`src/verilog/dcache_pkg.sv`:
```
// Geometry is fixed at 1 KiB direct mapped with 32-byte lines and a single way
package dcache_pkg;

    localparam int DATA_WIDTH   = 32;
    localparam int WORD_SIZE    = DATA_WIDTH / 8;
    localparam int ADDR_WIDTH   = 32;
    localparam int LINE_SIZE    = 32;
    localparam int LINE_WIDTH   = LINE_SIZE * 8;
    localparam int CACHE_SIZE   = 1024;
    localparam int LINE_COUNT   = CACHE_SIZE / LINE_SIZE;
    localparam int OFFSET_WIDTH = $clog2(LINE_SIZE);
    localparam int INDEX_WIDTH  = $clog2(LINE_COUNT);
    localparam int TAG_WIDTH    = ADDR_WIDTH - INDEX_WIDTH - OFFSET_WIDTH;

    typedef enum logic [0:0] {
        DC_LOAD  = 1'b0,
        DC_STORE = 1'b1
    } dc_op_t;

    typedef struct packed {
        dc_op_t                  op;
        logic [TAG_WIDTH-1:0]    tag;
        logic [INDEX_WIDTH-1:0]  index;
        logic [OFFSET_WIDTH-1:0] offset;
        logic [WORD_SIZE-1:0]    byte_sel;
        logic [DATA_WIDTH-1:0]   data;
    } dc_req_t;

    // Stores come back with zero data
    typedef struct packed {
        dc_op_t                op;
        logic [DATA_WIDTH-1:0] data;
    } dc_resp_t;

    typedef struct packed {
        logic [INDEX_WIDTH-1:0] index;
        logic [TAG_WIDTH-1:0]   tag;
        logic [LINE_WIDTH-1:0]  data;
        logic                   valid;
        logic                   dirty;
    } dc_line_wr_t;

    typedef struct packed {
        logic [TAG_WIDTH-1:0]  tag;
        logic [LINE_WIDTH-1:0] data;
        logic                  valid;
        logic                  dirty;
    } dc_line_rd_t;

    // Valid and dirty are the values written to the array if this item writes
    typedef struct packed {
        dc_req_t               req;
        logic                  fill;
        logic [LINE_WIDTH-1:0] fill_data;
        logic                  valid;
        logic                  dirty;
    } dc_pipe_t;

    typedef struct packed {
        logic                  valid;
        logic                  dirty;
        logic [ADDR_WIDTH-1:0] addr;
        logic [LINE_WIDTH-1:0] data;
    } dc_victim_t;

    typedef struct packed {
        logic                  write;
        logic [ADDR_WIDTH-1:0] addr;
        logic [LINE_WIDTH-1:0] data;
    } dc_mem_req_t;

endpackage
```
`src/verilog/dcache_d0.sv`:
```
// The array index is taken from the incoming item so the registered read lines up with o_item
`timescale 1ns/100ps

module dcache_d0 (
    input  logic                                 clk,
    input  logic                                 n_rst,
    input  logic                                 i_valid,
    input  dcache_pkg::dc_pipe_t                 i_item,
    input  logic                                 i_kill,
    output logic [dcache_pkg::INDEX_WIDTH-1:0]   o_rd_index,
    output logic                                 o_valid,
    output dcache_pkg::dc_pipe_t                 o_item
);

    // The array registers its read on the same edge that captures the item
    assign o_rd_index = i_item.req.index;

    // A killed entry never reaches d1 as a live request
    always_ff @(posedge clk) begin
        if (!n_rst) begin
            o_valid <= 1'b0;
        end else begin
            o_valid <= i_valid & ~i_kill;
        end
    end

    always_ff @(posedge clk) begin
        o_item <= i_item;
    end

    // A fill is only injected once the pipeline has drained, so it never meets a core request
    a_fill_alone: assert property (
        @(posedge clk) disable iff (!n_rst)
        (i_valid && i_item.fill) |-> !o_valid
    );

endmodule

```
`config.mk`:
```
export PLATFORM = sky130hd
export DESIGN_NAME = dcache_d0
export DESIGN_NICKNAME = d
export VERILOG_FILES = /design/src/verilog/dcache_pkg.sv /design/src/verilog/dcache_d0.sv
export SDC_FILE = /design/constraint.sdc
export NUM_CORES = 1
export LEC_CHECK = 0
export ABC_AREA = 1
export BUFFER_PORTS_ARGS = -buffer_cell sky130_fd_sc_hd__buf_4
export CAP_MARGIN = 10
export CELL_PAD_IN_SITES_DETAIL_PLACEMENT = 1
export CELL_PAD_IN_SITES_GLOBAL_PLACEMENT = 2
export CORE_AREA = 2 2 257 259
export DETAILED_ROUTE_END_ITERATION = 16
export DIE_AREA = 0 0 259 261
export PLACE_DENSITY = 0.48
export SETUP_SLACK_MARGIN = 0.4
export SLEW_MARGIN = 10
export SYNTH_ARGS = -nofsm -noshare
export SYNTH_HDL_FRONTEND = slang
export SYNTH_SLANG_ARGS = --single-unit
```
`constraint.sdc`:
```
create_clock -name clk -period 0.8 [get_ports clk]
set_input_delay 0.08 -clock clk [delete_from_list [all_inputs] [get_ports clk]]
set_output_delay 0.08 -clock clk [all_outputs]
set_load 0.1 [all_outputs]
```
==> impl_results.md <==
* Worst slew pin tran at 0.146 ns
* YS warnings at 0
* CP arrival at 1.07 ns
* Hold Crit Class: input pin to flop
* CTS sink count at 329
* Die area at 0.0676 sq mm
* Syn-to-layout area delta at 242%
* Vias in the first global route at 8114
* Port bufs at 665
* Fmax at 868 MHz
* Status: finished, violations left
* Max-slew violation count at 0
* Post-route DRC at 0
* Worst setup path class: flop to output pin
* Highest routed layer: met4
* Crit. End Element: output pin
* Rows at 94
* 1st-iter DRT viols at 117
* Final instance area at 0.0227 sq mm
* Clock-pin slew on the worst setup and hold paths at 0.06 ns
* Post-Synthesis Cell Area at 0.00663 sq mm
* Cell depth of the worst setup path at 1
* Overall power at 48.2 mW
* DR WL met3 at 3890 um
* VDD IR max at 1.53 mV
* Distinct cells, synth at 4
* Commonest non-fill, non-tap cell in the layout: buf_12
* Routed length on met1 at 11500 um
* Place WS at 0.0880 ns
* CTS buffer count at 39
* Yosys reg bits at 329
* First-pass GRT wire length at 53500 um
* Clock Root Buffer: clkbuf_16
* Core ar. at 0.0650 sq mm
* Layout Utilization at 34.9%
* CP max-delay cell: dfxtp_4
* Antenna-violating nets left at 0
* Final nets at 1700
* Cells after Synth at 336
* WHS Path Cells at 2
* Fin worst setup slack at -0.352 ns
* Largest net degree at the start of global routing at 13
* Crit share post-route at 144%
* H-tree Lvls at 2
* First drt pass iteration count at 4
* Worst Hold Launch: i_item[60]
* Fill cell count at 6644
* Net count after synthesis at 668
* CP startpoint kind: flop
* Critical Path RT at 0.72 ns
* Max-Cap Viols at 0
* Max_slew headroom at 90.3%
* Post-DP HPWL at 24800 um
* CP startpoint: o_item[231]
* Placed cells at 1860
* DRT Wirelength at 37700 um
* Commonest non-fill, non-tap cells in the layout: 334 x buf_12, 331 x dlygate4sd3_1, 328 x dfxtp_4
* DR vias at 6712
* Final Non-Filler Cells at 2260
* Syn avg cell area at 19.7 sq um
* Share of layout cells above drive strength 1 at 74.7%
* Ant. Diodes at 0
* Die X at 259 um
* Failing checks: negative setup slack
* Vias per cell at 2.97
* Routed wire per std cell at 16.7 um
* Overflow after GRT at 0
* Final Critical Period at 1.15 ns
* RSZ-0062 raised after global routing: yes
* Final hold violation count at 0
* Delay-heaviest family, CP: flip-flops
* Die Ht at 261 um
* Leakage at 9.62 nW
* Gr usage total at 10.8%
* Final setup violation count at 329
* WP buf/inv at 1
* Initial core utilization at 10.2%
* Pwr Density at 2120 mW/mm^2
* TritonCTS clock tree: yes
* CP Cell Sequence: buf_12
* CP max stage delay at 0.36 ns
* Clock buffer depth at 3
* CP max FO at 1
* Gpl congestion at 0.789
* Io pins at 666
* Initial antenna violation count at 2
* Placed Area at 0.0139 sq mm
* Met2 WL at 21200 um
* Sequential share of the synthesized area at 99.3%
==> where the power goes <==
part	total (mW)	internal, mW	leakage (nW)	switching (mW)
combinational	13.2	5.44	6.13	7.73
sequential	17.6	16.8	2.89	0.742
clock	17.4	10.6	0.604	6.84
==> layout make-up <==
class	instances	area, sq um	share of cell area, %
multi-input combinational	2	10.0	0.0441
timing repair buffer	996	12500	55.2
clock buffer	49	1060	4.66
tap	864	1080	4.77
clock inverter	20	188	0.828
sequential	329	7820	34.5
==> worst paths after layout <==
| path | to | slack [ns] |
|---|---|---|
| max | o_item[231] | -0.35 |
| min | o_item[60] | 0.18 |
==> Yosys cell counts <==
master,n,area share [%]
nor2_2,1,0.094
dfxtp_1,329,99
buf_4,5,0.57
nand2_1,1,0.057
==> registers in the layout, indices dropped and copies added, names as in the netlist <==
signal,cells
o_item,328
o_valid,1
==> metrics by stage <==
step | TNS [ns] | hold WS [ns]
detailed placement | 0 | 0.185
finish | -107.15 | 0.179
global placement | 0 | 0.184
CTS | -125.77 | 0.111
floorplan | 0 | 0.108
global route | -126.62 | 0.134
==> metal layers <==
layer / track usage (%) / vias to the layer above
met5: 0 / -
met3: 4.75 / 60
met1: 9.88 / 3132
met4: 4.01 / 0
met2: 21.0 / 410
li1: - / 3110
==> timing repair <==
item,CTS,global route
resized for setup,1008,4
hold endpoints to repair,329,0
setup buffers,0,0
hold buffers,331,0
endpoints found under the setup margin,334,334
==> logic make-up (layout without fill, tap and decap cells) <==
family / after synthesis / in the layout / share of synthesized area [%]
buffers and inverters: 5 / 1065 / 0.566
flip-flops: 329 / 329 / 99.3
AND/OR/NAND/NOR: 2 / 2 / 0.151
(Power assumes the default switching activity.)
