--- config.mk ---
export PLATFORM = sky130hd
export DESIGN_NAME = dcache_d1
export DESIGN_NICKNAME = d
export VERILOG_FILES = /design/src/verilog/dcache_pkg.sv /design/src/verilog/dcache_d1.sv
export SDC_FILE = /design/constraint.sdc
export NUM_CORES = 2
export LEC_CHECK = 0
export BUFFER_PORTS_ARGS = -buffer_cell sky130_fd_sc_hd__buf_4
export CORE_AREA = 2 2 477 479
export DETAILED_ROUTE_END_ITERATION = 16
export DIE_AREA = 0 0 479 481
export HOLD_SLACK_MARGIN = 0.06
export PLACE_DENSITY = 0.38
export RECOVER_POWER = 100
export SLEW_MARGIN = 20
export SYNTH_ARGS = -nofsm -noshare
export SYNTH_HDL_FRONTEND = slang
export SYNTH_SLANG_ARGS = --single-unit
--- constraint.sdc ---
create_clock -name clk -period 17.2 [get_ports clk]
set_clock_uncertainty 0.1 [all_clocks]
set_input_delay 2.58 -clock clk [delete_from_list [all_inputs] [get_ports clk]]
set_output_delay 2.58 -clock clk [all_outputs]
set_load 0.1 [all_outputs]
--- src/verilog/dcache_pkg.sv ---
// Geometry is fixed at 1 KiB direct mapped with 32-byte lines and a single way
package dcache_pkg;

    localparam int DATA_WIDTH   = 32;
    localparam int WORD_SIZE    = DATA_WIDTH / 8;
    localparam int ADDR_WIDTH   = 32;
    localparam int LINE_SIZE    = 32;
    localparam int LINE_WIDTH   = LINE_SIZE * 8;
    localparam int CACHE_SIZE   = 1024;
    localparam int LINE_COUNT   = CACHE_SIZE / LINE_SIZE;
    localparam int OFFSET_WIDTH = $clog2(LINE_SIZE);
    localparam int INDEX_WIDTH  = $clog2(LINE_COUNT);
    localparam int TAG_WIDTH    = ADDR_WIDTH - INDEX_WIDTH - OFFSET_WIDTH;

    typedef enum logic [0:0] {
        DC_LOAD  = 1'b0,
        DC_STORE = 1'b1
    } dc_op_t;

    typedef struct packed {
        dc_op_t                  op;
        logic [TAG_WIDTH-1:0]    tag;
        logic [INDEX_WIDTH-1:0]  index;
        logic [OFFSET_WIDTH-1:0] offset;
        logic [WORD_SIZE-1:0]    byte_sel;
        logic [DATA_WIDTH-1:0]   data;
    } dc_req_t;

    // Stores come back with zero data
    typedef struct packed {
        dc_op_t                op;
        logic [DATA_WIDTH-1:0] data;
    } dc_resp_t;

    typedef struct packed {
        logic [INDEX_WIDTH-1:0] index;
        logic [TAG_WIDTH-1:0]   tag;
        logic [LINE_WIDTH-1:0]  data;
        logic                   valid;
        logic                   dirty;
    } dc_line_wr_t;

    typedef struct packed {
        logic [TAG_WIDTH-1:0]  tag;
        logic [LINE_WIDTH-1:0] data;
        logic                  valid;
        logic                  dirty;
    } dc_line_rd_t;

    // Valid and dirty are the values written to the array if this item writes
    typedef struct packed {
        dc_req_t               req;
        logic                  fill;
        logic [LINE_WIDTH-1:0] fill_data;
        logic                  valid;
        logic                  dirty;
    } dc_pipe_t;

    typedef struct packed {
        logic                  valid;
        logic                  dirty;
        logic [ADDR_WIDTH-1:0] addr;
        logic [LINE_WIDTH-1:0] data;
    } dc_victim_t;

    typedef struct packed {
        logic                  write;
        logic [ADDR_WIDTH-1:0] addr;
        logic [LINE_WIDTH-1:0] data;
    } dc_mem_req_t;

endpackage
--- src/verilog/dcache_d1.sv ---
// Bytes past the end of the line read as zero and are never written
`timescale 1ns/100ps

module dcache_d1 (
    input  logic                                 clk,
    input  logic                                 n_rst,
    input  logic                                 i_valid,
    input  dcache_pkg::dc_pipe_t                 i_item,
    input  dcache_pkg::dc_line_rd_t              i_rd,
    output logic                                 o_wr_en,
    output dcache_pkg::dc_line_wr_t              o_wr,
    output logic                                 o_resp_valid,
    output logic                                 o_hit,
    output dcache_pkg::dc_op_t                   o_op,
    output logic [dcache_pkg::DATA_WIDTH-1:0]    o_data,
    output dcache_pkg::dc_victim_t               o_victim
);

    logic                                 wr_seen;
    logic                                 bypass;
    logic                                 bypass_hit;
    logic [dcache_pkg::TAG_WIDTH-1:0]     cur_tag;
    logic                                 cur_valid;
    logic                                 cur_dirty;
    logic [dcache_pkg::LINE_WIDTH-1:0]    cur_line;
    logic [dcache_pkg::LINE_WIDTH-1:0]    victim_line;
    logic                                 cache_hit;
    logic                                 wr_now;
    logic [dcache_pkg::DATA_WIDTH-1:0]    rd_data;
    logic [dcache_pkg::LINE_WIDTH-1:0]    wr_data;

    // o_wr only changes on a write, so it always holds the newest contents of its index.
    // The array may still be absorbing it, or may have read the old line on that same edge
    assign bypass     = wr_seen & (o_wr.index == i_item.req.index);
    assign bypass_hit = bypass & (o_wr.tag == i_item.req.tag);

    assign cur_tag     = bypass ? o_wr.tag : i_rd.tag;
    assign cur_valid   = bypass ? o_wr.valid : i_rd.valid;
    assign cur_dirty   = bypass ? o_wr.dirty : i_rd.dirty;
    assign cur_line    = bypass_hit ? o_wr.data : i_rd.data;
    assign victim_line = bypass ? o_wr.data : i_rd.data;

    // A fill installs its own tag, so it counts as a hit
    assign cache_hit = i_item.fill | (cur_valid & (cur_tag == i_item.req.tag));

    assign wr_now = i_valid &
                    (i_item.fill | (cache_hit & (i_item.req.op == dcache_pkg::DC_STORE)));

    // Load bytes, clipped at the end of the line
    always_comb begin
        int pos;
        rd_data = '0;
        for (int j = 0; j < dcache_pkg::WORD_SIZE; j++) begin
            pos = int'(i_item.req.offset) + j;
            if (i_item.req.byte_sel[j] && (pos < dcache_pkg::LINE_SIZE)) begin
                rd_data[j*8 +: 8] = cur_line[pos*8 +: 8];
            end
        end
    end

    // Store merge uses the same clipping as the load path
    always_comb begin
        int pos;
        wr_data = cur_line;
        for (int j = 0; j < dcache_pkg::WORD_SIZE; j++) begin
            pos = int'(i_item.req.offset) + j;
            if (i_item.req.byte_sel[j] && (pos < dcache_pkg::LINE_SIZE)) begin
                wr_data[pos*8 +: 8] = i_item.req.data[j*8 +: 8];
            end
        end
    end

    always_ff @(posedge clk) begin
        if (!n_rst) begin
            o_wr_en      <= 1'b0;
            wr_seen      <= 1'b0;
            o_resp_valid <= 1'b0;
        end else begin
            o_wr_en      <= wr_now;
            wr_seen      <= wr_seen | wr_now;
            o_resp_valid <= i_valid & ~i_item.fill;
        end
    end

    always_ff @(posedge clk) begin
        if (wr_now) begin
            o_wr.index <= i_item.req.index;
            o_wr.tag   <= i_item.req.tag;
            o_wr.data  <= i_item.fill ? i_item.fill_data : wr_data;
            o_wr.valid <= i_item.valid;
            o_wr.dirty <= i_item.dirty;
        end
    end

    always_ff @(posedge clk) begin
        o_hit          <= cache_hit;
        o_op           <= i_item.req.op;
        o_data         <= (i_item.req.op == dcache_pkg::DC_STORE) ? '0 : rd_data;
        o_victim.valid <= cur_valid;
        o_victim.dirty <= cur_dirty;
        o_victim.addr  <= {cur_tag, i_item.req.index, {dcache_pkg::OFFSET_WIDTH{1'b0}}};
        o_victim.data  <= victim_line;
    end

    // Every fill leaves a valid and clean line in the write register
    a_fill_writes: assert property (
        @(posedge clk) disable iff (!n_rst)
        (i_valid && i_item.fill) |=> (o_wr.valid && !o_wr.dirty)
    );

endmodule

==> results.cfg <==
[sta]
setup_slack_ns = 4.230
tns_ns = 0
finalCriticalPeriod_ns = 12.97
holdWs_ns = 0.4018
slew_headroom = -2.083
setup_violations = 0
rsz0062_at_grt = false
tightest_slew_ns = 4.599
fin_crit_sh = 0.7541
fmax_mhz = 77.10
slew_viol_final = 457
hold_viol_final = 0

[place]
routabilityCongestion = 1.054
dp_cells = 8962
io_buffers = 1216
hpwl_um = 363200
place_ws_ns = 7.823

[logic_synthesis]
syn_area_um2 = 45320
async_flop_share = 0
synth-seq-cells = 607
ys_warn_count = 0
ys_top_cells_by_area = edfxtp_1, dfxtp_1, mux2i_1
synth_top_area_frac = 0.1888
synth_edf_count = 285
synth-seq-area-share = 0.3310
yosysUniqueCellTypes = 92
ys.flop_type = dfxtp_1
syn_inst = 4963
yosysTopAreaCell = edfxtp_1
synth.avg_cell_area_um2 = 9.133

[floorplan]
die_area_um2 = 230400
die_y_um = 481
core_um2 = 225700
placement_rows = 175
initial_core_util = 0.2008
dieWidth_um = 479
ioPinCount = 1222

[power_and_ir_drop]
cellLeakagePower_nw = 22.62
p_sw_frac = 0.4635
p_per_area_nw_per_um2 = 99.50
pwr-share-seq = 0.304
p_comb_frac = 0.363
pwr-share-clk = 0.332
power_switching_w = 0.002721
internal_power_w = 0.003149
ir_worst_vdd_mv = 0.07929

[clock_tree]
cts_hold_buf = 0
max-clock-path-buffers = 3
clkLatencyLatePin_ns = 0.84
cts_tree = yes
ctsHtreeMaxLevel = 3
root_buffer = clkbuf_16
cts.sinks = 607
post_cts_resized = 0
clk_pin_slew_worst_paths_ns = 0.06
cts_setup_buffers = 0
cts_buffers = 86

[detailed_routing]
ant_nets = 0
viasPerCell = 6.010
vias = 55148
drt-pass1-iter-count = 10
wl_per_cell_um = 49.56
drtIter0Drc = 9210
drt-total-wl_um = 454800
post-route-drc-count = 0

[worst_hold_path]
min_from = wr_seen$_SDFF_PN0_
hp-class = register to register

[global_routing]
grt_max_degree = 118
grt_first_pass_wirelength_um = 567100
grt_usage = 0.3761
grt_pass1_vias = 50524
antenna_found_initial = 101
grt.overflow.total = 0

[critical_path]
cp_cell_sequence = buf_6 -> clkinvlp_2 -> clkbuf_1 -> ha_1 -> xnor2_1 -> nor2_1 -> xor2_2 -> buf_4 -> nand2_1 -> nor3_1 -> buf_4 -> a21oi_1 -> a222oi_1
worstSetupPathType = input port to register
cp.arrival_ns = 13.28
required_ns = 17.51
max_stage_delay_ns = 3.37
cp_max_fo = 62
critPathLaunchType = input port
reg2reg_from = o_wr[284]$_DFFE_PP_
cp_slowest_cell = clkinvlp_2
path_buf_inv = 5
cp_top_family = buffers and inverters
cp-end-kind = register
cp-startpoint = i_item[295]
crit_path_frequent_cell = buf_4

[final_layout]
area_growth_pct = 30.16
fill_cells = 24968
final_util = 0.2613
finalNonFillerCells = 9176
nets = 6664
drive_above_1_share = 0.2430

[run]
maxCapViolCount = 13

[outcome]
violations = max-capacitance violations, max-slew violations
status = complete, but fails checks
## worst reg2reg max path, stage by stage, from the launching register on
cell,delay (ns)
edfxtp_1,0.47
xnor2_1,0.25
nand4_1,0.54
clkbuf_1,0.50
nor2_4,0.16
clkbuf_1,2.58
mux2i_1,0.48
xor2_1,0.26
and4_1,0.23
a41oi_1,0.16
nor2b_1,2.21
buf_4,0.75
buf_4,0.80
buf_4,0.98
## synthesized netlist by cell type (42+ instances only)
cell / n
a222oi_1: 47
nand2_1: 517
buf_1: 42
clkbuf_1: 332
mux4_2: 145
o211ai_1: 49
nor3_1: 89
a31oi_1: 70
and3_1: 59
o21ai_0: 271
mux2i_1: 457
dfxtp_1: 322
inv_1: 71
nand3_1: 159
mux2_2: 344
nor2_1: 337
o22ai_1: 129
a221oi_1: 56
edfxtp_1: 285
a21oi_1: 433
a211oi_1: 139
## final timing paths
path | to | slack (ns) | cells past startpoint
setup / recovery | o_wr[103]$_DFFE_PP_ | 4.23 | 13
hold / removal | wr_seen$_SDFF_PN0_ | 0.40 | 1
hold reg to reg | wr_seen$_SDFF_PN0_ | 0.40 | 1
setup reg to reg | o_wr[157]$_DFFE_PP_ | 6.21 | 13
## placed cells by master, fill, tap and decap left out, types with 27 or more instances in the layout
master     instances
mux2i_2           28
mux4_2           145
nand3_1          159
mux2_1            31
dfxtp_1          322
a22oi_1           40
clkbuf_1         673
buf_4            766
a221oi_1          56
inv_1             69
a21o_1            37
a21oi_1          433
nor2_1           315
o211ai_1          49
o21ai_0          277
clkbuf_16         90
o22ai_1          129
nor3_1            80
diode_2           55
a222oi_1          47
a211o_1           27
edfxtp_1         285
and3_1            59
mux2i_1          427
nand2_1          516
mux2_2           314
a31oi_1           70
nor4_1            29
a211oi_1         139
## metrics by stage
| step | cell area (um2) | total power [W] |
|---|---|---|
| 6_report | 59000 | 0.005870 |
| 5_1_grt | 58900 | 0.005935 |
| 4_1_cts | 61320 | 0.005908 |
| 3_5_place_dp | 58390 | 0.003945 |
| 3_3_place_gp | 58290 | 0.003952 |
| 2_1_floorplan | 45340 | 0.002937 |
## final cells by class
class	instances	area, um2	share of cell area
tap	3009	3765	0.06382
multi-input combinational	3848	28560	0.4841
sequential	607	15000	0.2543
clock buffer	124	2480	0.04204
antenna	55	137.6	0.002333
timing repair buffer	1423	8317	0.1410
clock inverter	35	445.4	0.007550
inverter	75	287.8	0.004878
## power by group through the flow
stage / clock network [W] / registers [W] / logic (W)
floorplan: 0 / 0.00241 / 0.000527
global placement: 0 / 0.00181 / 0.00214
detailed placement: 0 / 0.00181 / 0.00214
CTS: 0.00199 / 0.00178 / 0.00214
global route: 0.00203 / 0.00179 / 0.00212
finish: 0.00195 / 0.00179 / 0.00213
## sequential cells by signal, summed over array words and instances, names as in the netlist
register      cells
o_data           32
o_hit             1
o_op              1
o_resp_valid      1
o_victim        285
o_wr            285
o_wr_en           1
wr_seen           1
## logic make-up (layout without fill, tap and decap cells)
logic type | count (synthesis) | after routing | share of synthesized area
adders and majority gates | 12 | 12 | 0.003313
and+or+nand+nor | 1315 | 1315 | 0.1296
DFF | 607 | 607 | 0.3310
other | 1 | 60 | 0.00008274
muxes | 948 | 948 | 0.2590
buffers and inverters | 512 | 1657 | 0.04812
AOI/OAI and AO/OA | 1518 | 1518 | 0.2189
xor gates and xnor gates | 50 | 50 | 0.009993
## layer usage
| metal | vias to the layer above | GRT usage | wire (um) |
|---|---|---|---|
| met5 | - | 0 | 335 |
| met4 | 46 | 0.1874 | 26750 |
| met3 | 836 | 0.1417 | 55440 |
| met2 | 4575 | 0.5302 | 184100 |
| met1 | 28313 | 0.4972 | 188200 |
| li1 | 21378 | - | - |
Power figures use the tool's default switching activity.
