[src/verilog/dcache_pkg.sv]
// Geometry is fixed at 1 KiB direct mapped with 32-byte lines and a single way
package dcache_pkg;

    localparam int DATA_WIDTH   = 32;
    localparam int WORD_SIZE    = DATA_WIDTH / 8;
    localparam int ADDR_WIDTH   = 32;
    localparam int LINE_SIZE    = 32;
    localparam int LINE_WIDTH   = LINE_SIZE * 8;
    localparam int CACHE_SIZE   = 1024;
    localparam int LINE_COUNT   = CACHE_SIZE / LINE_SIZE;
    localparam int OFFSET_WIDTH = $clog2(LINE_SIZE);
    localparam int INDEX_WIDTH  = $clog2(LINE_COUNT);
    localparam int TAG_WIDTH    = ADDR_WIDTH - INDEX_WIDTH - OFFSET_WIDTH;

    typedef enum logic [0:0] {
        DC_LOAD  = 1'b0,
        DC_STORE = 1'b1
    } dc_op_t;

    typedef struct packed {
        dc_op_t                  op;
        logic [TAG_WIDTH-1:0]    tag;
        logic [INDEX_WIDTH-1:0]  index;
        logic [OFFSET_WIDTH-1:0] offset;
        logic [WORD_SIZE-1:0]    byte_sel;
        logic [DATA_WIDTH-1:0]   data;
    } dc_req_t;

    // Stores come back with zero data
    typedef struct packed {
        dc_op_t                op;
        logic [DATA_WIDTH-1:0] data;
    } dc_resp_t;

    typedef struct packed {
        logic [INDEX_WIDTH-1:0] index;
        logic [TAG_WIDTH-1:0]   tag;
        logic [LINE_WIDTH-1:0]  data;
        logic                   valid;
        logic                   dirty;
    } dc_line_wr_t;

    typedef struct packed {
        logic [TAG_WIDTH-1:0]  tag;
        logic [LINE_WIDTH-1:0] data;
        logic                  valid;
        logic                  dirty;
    } dc_line_rd_t;

    // Valid and dirty are the values written to the array if this item writes
    typedef struct packed {
        dc_req_t               req;
        logic                  fill;
        logic [LINE_WIDTH-1:0] fill_data;
        logic                  valid;
        logic                  dirty;
    } dc_pipe_t;

    typedef struct packed {
        logic                  valid;
        logic                  dirty;
        logic [ADDR_WIDTH-1:0] addr;
        logic [LINE_WIDTH-1:0] data;
    } dc_victim_t;

    typedef struct packed {
        logic                  write;
        logic [ADDR_WIDTH-1:0] addr;
        logic [LINE_WIDTH-1:0] data;
    } dc_mem_req_t;

endpackage
[src/verilog/dcache_ctrl.sv]
// One memory request at a time; a write is followed by two idle cycles before the fetch
`timescale 1ns/100ps

module dcache_ctrl (
    input  logic                                 clk,
    input  logic                                 n_rst,
    input  logic                                 i_req_valid,
    input  dcache_pkg::dc_req_t                  i_req,
    input  logic                                 i_d0_valid,
    input  logic                                 i_d1_valid,
    input  logic                                 i_d1_hit,
    input  dcache_pkg::dc_victim_t               i_victim,
    input  logic                                 i_mem_resp_valid,
    input  logic [dcache_pkg::LINE_WIDTH-1:0]    i_mem_resp_data,
    output logic                                 o_ready,
    output logic                                 o_d0_valid,
    output dcache_pkg::dc_pipe_t                 o_d0_item,
    output logic                                 o_kill,
    output logic                                 o_resp_suppress,
    output logic                                 o_mem_req_valid,
    output dcache_pkg::dc_mem_req_t              o_mem_req
);

    typedef enum logic [2:0] {
        IDLE, WRITEBACK, FETCH, FILL, REPLAY
    } state_t;

    state_t                            state;
    logic                              miss;
    logic [1:0]                        wb_cnt;
    logic                              rd_sent;
    logic                              rp_sel;
    logic                              buf1_valid;
    dcache_pkg::dc_req_t               p0_req;
    dcache_pkg::dc_req_t               p1_req;
    dcache_pkg::dc_req_t               buf0;
    dcache_pkg::dc_req_t               buf1;
    dcache_pkg::dc_victim_t            victim_q;
    logic [dcache_pkg::LINE_WIDTH-1:0] fill_q;

    // p1_req is the request whose result d1 is presenting now
    assign miss            = (state == IDLE) & i_d1_valid & ~i_d1_hit;
    assign o_ready         = (state == IDLE) & ~miss;
    assign o_kill          = miss;
    assign o_resp_suppress = (state != IDLE) | ~i_d1_hit;

    always_comb begin
        o_d0_item.req       = i_req;
        o_d0_item.fill      = 1'b0;
        o_d0_item.fill_data = fill_q;
        o_d0_item.valid     = 1'b1;
        o_d0_item.dirty     = 1'b1;
        o_d0_valid          = 1'b0;
        case (state)
            IDLE: o_d0_valid = i_req_valid;
            FILL: begin
                o_d0_item.req   = buf0;
                o_d0_item.fill  = 1'b1;
                o_d0_item.dirty = 1'b0;
                o_d0_valid      = 1'b1;
            end
            REPLAY: begin
                o_d0_item.req = rp_sel ? buf1 : buf0;
                o_d0_valid    = 1'b1;
            end
            default: o_d0_valid = 1'b0;
        endcase
    end

    always_comb begin
        o_mem_req.write = 1'b0;
        o_mem_req.addr  = {buf0.tag, buf0.index, {dcache_pkg::OFFSET_WIDTH{1'b0}}};
        o_mem_req.data  = victim_q.data;
        o_mem_req_valid = 1'b0;
        if (state == WRITEBACK) begin
            o_mem_req.write = 1'b1;
            o_mem_req.addr  = victim_q.addr;
            o_mem_req_valid = (wb_cnt == 2'd0);
        end else if (state == FETCH) begin
            o_mem_req_valid = ~rd_sent;
        end
    end

    always_ff @(posedge clk) begin
        p0_req <= o_d0_item.req;
        p1_req <= p0_req;
        if (miss) begin
            buf0     <= p1_req;
            buf1     <= p0_req;
            victim_q <= i_victim;
        end
        if (i_mem_resp_valid) begin
            fill_q <= i_mem_resp_data;
        end
    end

    always_ff @(posedge clk) begin
        if (!n_rst) begin
            state      <= IDLE;
            wb_cnt     <= 2'd0;
            rd_sent    <= 1'b0;
            rp_sel     <= 1'b0;
            buf1_valid <= 1'b0;
        end else begin
            case (state)
                IDLE: begin
                    if (miss) begin
                        // The younger request in d0 is replayed, so its d1 result is dropped
                        buf1_valid <= i_d0_valid;
                        wb_cnt     <= 2'd0;
                        rd_sent    <= 1'b0;
                        state      <= (i_victim.valid & i_victim.dirty) ? WRITEBACK : FETCH;
                    end
                end
                WRITEBACK: begin
                    wb_cnt <= wb_cnt + 2'd1;
                    if (wb_cnt == 2'd2) begin
                        state <= FETCH;
                    end
                end
                FETCH: begin
                    rd_sent <= 1'b1;
                    if (i_mem_resp_valid) begin
                        state <= FILL;
                    end
                end
                FILL: begin
                    rp_sel <= 1'b0;
                    state  <= REPLAY;
                end
                REPLAY: begin
                    rp_sel <= 1'b1;
                    if (rp_sel || !buf1_valid) begin
                        state <= IDLE;
                    end
                end
                default: state <= IDLE;
            endcase
        end
    end

    a_no_req_when_busy: assert property (
        @(posedge clk) disable iff (!n_rst)
        !o_ready |-> !i_req_valid
    );

    a_mem_resp_in_fetch: assert property (
        @(posedge clk) disable iff (!n_rst)
        i_mem_resp_valid |-> (state == FETCH) && rd_sent
    );

endmodule

[config.mk]
export PLATFORM = sky130hd
export DESIGN_NAME = dcache_ctrl
export DESIGN_NICKNAME = d
export VERILOG_FILES = /design/src/verilog/dcache_pkg.sv /design/src/verilog/dcache_ctrl.sv
export SDC_FILE = /design/constraint.sdc
export NUM_CORES = 1
export LEC_CHECK = 0
export BUFFER_PORTS_ARGS = -buffer_cell sky130_fd_sc_hd__buf_2
export CORE_AREA = 2 2 479 481
export DETAILED_ROUTE_END_ITERATION = 10
export DIE_AREA = 0 0 481 483
export PLACE_DENSITY = 0.3
export SLEW_MARGIN = 0
export SYNTH_ARGS = -nofsm -noshare
export SYNTH_HDL_FRONTEND = slang
export SYNTH_SLANG_ARGS = --single-unit
[constraint.sdc]
create_clock -name clk -period 11 [get_ports clk]
set_input_delay 0.55 -clock clk [delete_from_list [all_inputs] [get_ports clk]]
set_output_delay 0.55 -clock clk [all_outputs]
set_load 0.1 [all_outputs]
==> run metrics, run 1 <==
status finished, final reports clean; critical path type flop to output pin; die height 483 um; post-CTS sizing 0; Final WS setup 7.07 ns; Placed Cells 5374; share of layout cells above drive strength 1 45.3%; placer congestion estimate 0.829; Iter 0 DRT Violations 999; Worst Path Required 10.45 ns; Worst-Margin Slew 1.03 ns; Post-Syn Instances 1400; CTS tree done; RSZ-0062 raised after global routing false; Layout Cells excl Fill 6140; Via Count 18447; setup TNS 0 ns; ys async rst share 0%; CTS root buffer clkbuf_16; pins over their slew limit 0; Filler cells 24651; startpoint type of the worst setup path flop; die area 0.232 sq mm; post-synth net total 2024; syn avg cell area 19.5 sq um; Synth cell types 37; Max rail drop VDD 0.000121 V; Total GRT Usage 11.0%; PortBufs 1242; Max-Cap Viols 0; Max Buffers Root-to-Sink 3; Main synth FF type edfxtp_1; number of global-route vias before repair 19765; post-layout net count 3646; H-tree Lvls 3; CP max stage delay 0.65 ns; Final Hold Fails 0; cell taking the most area after synthesis edfxtp_1; dpl ws 7.18 ns; register area share after synthesis 85.7%; grt ovf 0; Starting Density 12.0%; Site Rows 175; synth top area cells edfxtp_1, dfxtp_1, buf_4, a221o_1, and2_1; Worst EP arrival 3.38 ns; first-pass GRT wire length 174 mm; skew final 0.0311 ns; most frequent cells in the layout buf_2, edfxtp_1, dlygate4sd3_1; DR DRC count 0; synthesized area 0.0273 sq mm; Period minus WS final 3.93 ns; Boundary Pins 1244; Pre-antenna DRT Iters 5; WL per Instance 21.7 um; Rel. slew slack 31.3%; vias per cell 3.00; EDFF count, synth 682; Hold Path Class primary input to flop; ANT nets after route 0; Yosys warnings 0; commonest non-fill, non-tap cell in the layout buf_2; dpl hpwl 106 mm; Sequential Area 0.0234 sq mm; Post-CTS Hold Buffers 552; area of the multi-input gates 0.00180 sq mm; Slowest-stage cell, CP dfxtp_1; Setup Buffers After CTS 0; crit path max fanout 47; Final setup violation count 0; antenna violations before repair 83; clk sink count 828; Lkg Pwr 17.4 nW; flops & latches, synth 828; top cell type's share of synthesized area 75.0%; die width 481 um; Layout area overhead 62.2%; Num CTS Buffers 103; Routed WL 133 mm; Skew-Pair Late Insertion Delay 0.73 ns; largest net degree at the start of global routing 147; period utilization 35.8%; worst-path cell chain or2_1, clkinv_2, a21oi_4, buf_4, a221o_1, buf_2; Final Hold Slack 0.0830 ns; core footprint 0.227 sq mm; fmax 0.254 GHz; CP endpoint kind output pin; P per Cell Area 206 mW/mm^2; CTS clk-pin slew, worst paths 0.06 ns
==> area by class of cell <==
class / count / share of cell area, %
Sequential cell: 828 / 52.8
Timing Repair Buffer: 1806 / 26.8
Tap cell: 3009 / 8.50
Clock buffer: 144 / 6.42
Multi-Input combinational cell: 277 / 4.06
Clock inverter: 50 / 1.17
Antenna cell: 20 / 0.113
Inverter: 6 / 0.0706
==> cell usage after synthesis, types with 2 or more instances <==
master and n:
nor4_1 2, a21oi_1 2, a21boi_0 3, nor3_1 4, and2_1 75, nor2_1 4
o21a_1 2, buf_4 259, edfxtp_1 682, nor2b_1 3, inv_1 4, a221o_1 69
and3_1 2, buf_2 9, nand2_1 91, buf_6 4, dfxtp_1 146, clkbuf_1 16
ha_1 2, o21ai_0 3, nand3b_1 2
==> sequential cells by signal, summed over array words and instances (netlist names) <==
name and cells:
buf1_valid 1, p0_req 69, rp_sel 1, victim_q 32
p1_req 69, state 3, wb_cnt 2, buf0 69
buf1 69, fill_q 256, rd_sent 1, o_mem_req 256
==> path summary, 6_finish.rpt <==
path,start,end,cells past startpoint,slack (ns)
setup / recovery,state[2],o_d0_item[263],6,7.07
setup reg to reg,state[2],o_mem_req[9],5,7.26
hold / removal,i_victim[81],o_mem_req[81],1,0.08
hold reg to reg,p0_req[68],p1_req[68],0,0.32
==> kinds of logic after synthesis <==
group	Yosys count	share of synthesized area [%]
AOI/OAI and AO/OA	85	2.93
adders and majority gates	2	0.0916
buffers and inverters	295	7.77
DFF	828	85.7
muxes	1	0.0367
other	1	0.0137
and+or+nand+nor	188	3.44
==> per-layer routing <==
metal / global-route usage (%) / vias to the layer above / wire length (um)
met1: 12.4 / 8945 / 51900
met3: 4.03 / 194 / 11700
met2: 19.5 / 1025 / 66200
met4: 2.80 / 46 / 3130
met5: 0 / - / 299
li1: - / 8237 / -
==> where the power goes <==
part	switching, mW	internal, mW
Clock	1.43	1.99
Combinational	1.61	0.348
Sequential	0.0888	3.66
==> critical path: cells and delay by family (launching register included) <==
family	cells	cell delay [ns]
and+or+nand+nor	1	0.32
AOI/OAI and AO/OA	2	0.42
DFF	1	0.65
buffers and inverters	3	1.17
==> per-stage QoR <==
step	util, %	power [mW]	instance area [sq um]
6_report	19.5	9.12	44300
5_1_grt	19.5	9.47	44300
4_1_cts	19.5	9.33	44200
3_5_place_dp	15.6	5.63	35400
3_3_place_gp	15.6	5.64	35400
2_1_floorplan	-	5.25	27300
No activity file was read; power rests on OpenSTA's default activity.
==> inputs of run 2 (changes only) <==
- CORE_AREA: 2 2 479 481 -> 2 2 478 480
- DIE_AREA: 0 0 481 483 -> 0 0 480 482
- clock period: 11 -> 3.6 ns (I/O delays scaled with it)
==> run metrics, run 2 (synthesis gave the netlist of run 1 again) <==
Rel. slew slack 47.1% (+16 points); Via Count 18668 (+1.2%); part of the power in combinational logic 21.8% (+0.3 points); FF-to-FF End buf1_valid; die area 0.231 sq mm (-0.41%); CP endpoint kind output pin; Max-Cap Viols 0 (unchanged); RSZ-0062 raised after global routing false; Period minus WS final 3.32 ns; share of layout cells above drive strength 1 45.0% (-0.34 points); switching pwr 9.66 mW (+210%); commonest non-fill, non-tap cell in the layout buf_2; PortBufs 1242 (unchanged); Hold Crit Start i_victim[224]; crit path max fanout 41 (-13%); Clock power frac 37.3% (-0.2 points); Pre-antenna DRT Iters 5 (unchanged); Worst Path Required 3.42 ns (-7.03 ns); Starting Density 12.1% (+0.023 points); P per Cell Area 619 mW/mm^2 (+200%); post-layout util 20.0% (+0.48 points); flop-to-flop setup slack 0.92 ns (-6.34 ns); worst flop-to-flop path startpoint state[2]; largest net degree at the start of global routing 84 (-43%); CTS tree done; Skew-Pair Late Insertion Delay 0.73 ns (about the same); CTS clk-pin slew, worst paths 0.06 ns (about the same); CTS root buffer clkbuf_16; setup TNS 0 ns (unchanged); Max rail drop VDD 0.000378 V (+210%); Final setup violation count 0 (unchanged); die height 482 um (-0.21%); placer congestion estimate 0.813 (-1.9%); antenna violations before repair 50 (-40%); r2r worst-path depth 8 (+3); Filler cells 24534 (-0.47%); core footprint 0.226 sq mm (-0.19%); Final WS setup 0.284 ns (-6.78 ns); Seq pwr share 40.8% (-0.3 points); Worst-Margin Slew 0.794 ns (-0.236 ns); number of global-route vias before repair 20145 (+1.9%); skew final 0.0411 ns (+0.00992 ns); grt ovf 0 (unchanged); Switching Fraction 34.4% (+0.19 points); most frequent cells in the layout buf_2, edfxtp_1, dlygate4sd3_1; period utilization 92.1%; fmax 0.302 GHz; DR DRC count 0 (unchanged); startpoint type of the worst setup path flop; hold endpoint o_mem_req[224]; Total GRT Usage 11.3% (+0.32 points); vias per cell 2.99 (-0.41%); pins over their slew limit 0 (unchanged); post-layout net count 3735 (+2.4%); Site Rows 175 (unchanged); Layout area overhead 65.9%; dpl hpwl 111 mm (+4.7%); clk sink count 828 (unchanged); Setup Buffers After CTS 0 (unchanged); Hold Path Cell Cnt 2 (+1); die width 480 um (-0.21%); Lkg Pwr 17.9 nW (+2.5%); critical path type flop to output pin; Max Buffers Root-to-Sink 3 (unchanged); Worst EP arrival 3.14 ns (-0.24 ns); Iter 0 DRT Violations 795 (-20%); internal power 18.4 mW (+210%); Routed WL 137 mm (+2.8%); Final Hold Fails 0 (unchanged); Num CTS Buffers 105 (+1.9%); dpl ws 0.875 ns (-6.30 ns); WL per Instance 22.0 um (+1.2%); first-pass GRT wire length 178 mm (+2.1%); H-tree Lvls 3 (unchanged); Boundary Pins 1244 (unchanged); Hold Path Class primary input to flop; ANT nets after route 0 (unchanged); status finished, final reports clean
run 2: cell types whose count changed in the layout (fill, tap and decap cells not counted), sizes merged, moves of 4 or more:
cell,delta
clkinvlp,+4
clkbuf,+5
diode,+11
buf,+17
dlygate4sd3,+70
run 2: stage by stage:
step                      total power, mW  hold slack (ns)  area, sq um  cells
final                                28.1            0.141        45300   6239
after CTS                            28.7           0.0197        45200   6208
after floorplan                      16.0            0.279        27300   1400
after global routing                 29.1           0.0788        45300   6229
after global placement               17.3            0.331        35600   5391
after detailed placement             17.3            0.335        35600   5391
run 2: power groups by stage:
| stage | Combinational [mW] | Sequential (mW) | Clock (mW) |
|---|---|---|---|
| final | 6.12 | 11.5 | 10.5 |
| after detailed placement | 5.64 | 11.7 | 0 |
| after global placement | 5.65 | 11.7 | 0 |
| after global routing | 6.32 | 11.5 | 11.3 |
| after CTS | 6.25 | 11.5 | 11.0 |
| after floorplan | 2.66 | 13.3 | 0 |
run 2: worst max path at each step:
stage / start / end / depth (start not counted)
after CTS: state[2] / o_d0_item[290] / 6
final: state[1] / o_d0_item[275] / 6
after global placement: state[2] / o_d0_item[290] / 6
after floorplan: state[0] / buf0[0] / 4
after global routing: state[1] / o_d0_item[261] / 6
after detailed placement: state[2] / o_d0_item[290] / 6
run 2: critical path, stage by stage (launching register included):
cell and delay [ns]:
dfxtp_1 0.48, nand2_1 0.14, or2_1 0.33, o21ai_4 0.09
buf_4 0.53, a221o_1 0.31, buf_2 0.46
run 2: what timing repair did:
| item | 4_1_cts | 5_1_grt |
|---|---|---|
| gates resized for setup | 0 | 1 |
| endpoints found under the setup margin | 0 | 28 |
| endpoints found under the hold margin | 687 | 0 |
| hold buffers | 622 | 0 |
run 2: layout make-up:
cell class | count | area (sq um) | share of cell area (%)
Antenna cell | 31 | 77.6 | 0.171
Clock buffer | 149 | 2940 | 6.48
Clock inverter | 46 | 488 | 1.08
Inverter | 6 | 27.5 | 0.0608
Multi-Input combinational cell | 277 | 1810 | 4.00
Sequential cell | 828 | 23400 | 51.7
Tap cell | 3009 | 3760 | 8.31
Timing Repair Buffer | 1893 | 12800 | 28.2
run 2: layer usage:
metal / up-vias / GRT usage [%] / share of wire [%]
met1: 9077 / 12.0 / 37
met4: 22 / 3.92 / 3.0
met2: 950 / 21.2 / 53
met3: 189 / 3.33 / 7.4
met5: - / 0 / 0.10
li1: 8430 / - / -
==> inputs of run 3 (changes only) <==
- MAX_ROUTING_LAYER: unset -> met4
- PLACE_DENSITY: 0.3 -> unset
- PLACE_DENSITY_LB_ADDON: unset -> 0.15
==> run metrics, run 3 (synthesis gave the netlist of run 1 again) <==
dpl hpwl 110 mm (about the same); Pre-antenna DRT Iters 8 (+3); pins over their slew limit 0 (unchanged); die width 480 um (unchanged); switching pwr 9.63 mW (-0.25%); Slowest-stage cell, CP buf_4; DR DRC count 10 (+10); setup TNS 0 ns (unchanged); Switching Fraction 34.7% (+0.23 points); Hold Path Class primary input to flop; ANT nets after route 0 (unchanged); Worst EP arrival 3.14 ns (about the same); Final setup violation count 0 (unchanged); Rel. slew slack 51.5% (+4.4 points); Max Buffers Root-to-Sink 3 (unchanged); CP endpoint kind output pin; internal power 18.2 mW (-1.3%); skew final 0.0481 ns (+0.00705 ns); vias per cell 2.98 (-0.38%); CTS root buffer clkbuf_16; CTS clk-pin slew, worst paths 0.06 ns (about the same); Skew-Pair Late Insertion Delay 0.74 ns (about the same); most frequent cells in the layout buf_2, edfxtp_1, dlygate4sd3_1; die area 0.231 sq mm (unchanged); CTS tree done; post-layout net count 3736 (+0.027%); status finished, violations left; Period minus WS final 3.32 ns (+0.00481 ns); Placed Cells 5394 (+0.056%); RSZ-0062 raised after global routing false; Post-DP Area 0.0356 sq mm (+0.21%); Post-Layout Inst Area 0.0453 sq mm (about the same); violated checks design-rule violations; P per Cell Area 613 mW/mm^2 (-1.0%); Final Hold Fails 0 (unchanged); power consumption 27.8 mW (-0.91%); commonest non-fill, non-tap cell in the layout buf_2; die height 482 um (unchanged); share of layout cells above drive strength 1 44.8% (-0.16 points); Starting Density 12.1% (unchanged); Site Rows 175 (unchanged); startpoint type of the worst setup path flop; Lkg Pwr 17.8 nW (-0.21%); largest net degree at the start of global routing 88 (+4.8%); period utilization 92.2% (+0.13 points); antenna violations before repair 87 (+74%); Via Count 18707 (+0.21%); H-tree Lvls 3 (unchanged); part of the power in combinational logic 22.0% (+0.2 points); Layout area overhead 66.1% (about the same); Worst Path Required 3.42 ns (about the same); CP delay by family, top buffers and inverters; Layout Cells excl Fill 6276 (+0.59%); crit path max fanout 41 (unchanged); Clock power frac 36.8% (-0.5 points); grt ovf 0 (unchanged); first-pass GRT wire length 178 mm (about the same); number of global-route vias before repair 20065 (-0.40%); Seq pwr share 41.2% (+0.4 points); core footprint 0.226 sq mm (unchanged); CP Buf/Inv Count 2 (unchanged); WL per Instance 21.9 um (-0.19%); Max-Cap Viols 0 (unchanged); critical path type flop to output pin; Num CTS Buffers 104 (-0.95%); Max rail drop VDD 0.000385 V (+1.9%); Boundary Pins 1244 (unchanged); Iter 0 DRT Violations 866 (+8.9%); clk sink count 828 (unchanged); Routed WL 138 mm (+0.41%); Total GRT Usage 11.7% (+0.37 points); placer congestion estimate 0.780 (-4.1%); Worst-Margin Slew 0.728 ns (-0.0663 ns); worst-path cell chain nand2_1, or2_1, o21ai_4, buf_4, a221o_1, buf_2; CP max stage delay 0.54 ns (about the same); PortBufs 1242 (unchanged); fmax 0.301 GHz (-0.14%)
## run 3: per-stage QoR
| step | util, % | setup slack, ns | hold WS, ns |
|---|---|---|---|
| 6_report | 20.0 | 0.279 | 0.0979 |
| 5_1_grt | 20.0 | 0.00560 | 0.0372 |
| 4_1_cts | 19.9 | 0.151 | 0.0150 |
| 3_5_place_dp | 15.7 | 0.759 | 0.340 |
| 3_3_place_gp | 15.7 | 0.824 | 0.336 |
| 2_1_floorplan | - | -4.31 | 0.279 |
## run 3: final timing paths
check | start | to | slack, ns | cells after the start
worst min-delay path | i_d1_valid | rd_sent | 0.1 | 6
worst max register to register | state[2] | buf1_valid | 1.01 | 7
worst max-delay path | state[1] | o_d0_item[261] | 0.28 | 6
worst min register to register | p0_req[62] | p1_req[62] | 0.35 | 0
## run 3: repair_timing
| item | 4_1_cts | 5_1_grt |
|---|---|---|
| hold buffers | 621 | 0 |
| endpoints found under the setup margin | 41 | 0 |
| buffers inserted | 0 | 0 |
| endpoints found under the hold margin | 685 | 0 |
| gates resized for setup | 2 | 0 |
## run 3: final cells by class
class	instances	area [sq um]
fill	24581	181000
sequential	828	23400
timing repair buffer	1895	12900
tap	3009	3760
clock buffer	145	2850
multi-input combinational	277	1810
clock inverter	44	449
antenna	72	180
inverter	6	27.5
## run 3: routing by layer
layer / vias up / part of all wire, % / track usage [%]
met1: 9077 / 36 / 11.8
met4: 0 / 2.6 / 3.20
li1: 8523 / - / -
met5: - / 0 / -
met3: 184 / 7.3 / 3.64
met2: 923 / 54 / 21.7
## run 3: worst register-to-register path, cell delays in order, from the launching register on
cell and delay, ns:
dfxtp_2 0.54, nor3_4 0.10, nand2_2 0.13, clkinvlp_4 0.46
buf_12 0.45, nand2_1 0.17, a21boi_0 0.08, dlygate4sd3_1 0.55
## run 3: power groups by stage
| stage | sequential [mW] | clock (mW) | combinational [mW] |
|---|---|---|---|
| after CTS | 11.5 | 10.7 | 6.23 |
| after global placement | 11.7 | 0 | 5.63 |
| after floorplan | 13.3 | 0 | 2.66 |
| after detailed placement | 11.7 | 0 | 5.62 |
| final | 11.5 | 10.2 | 6.12 |
| after global routing | 11.5 | 11.1 | 6.31 |
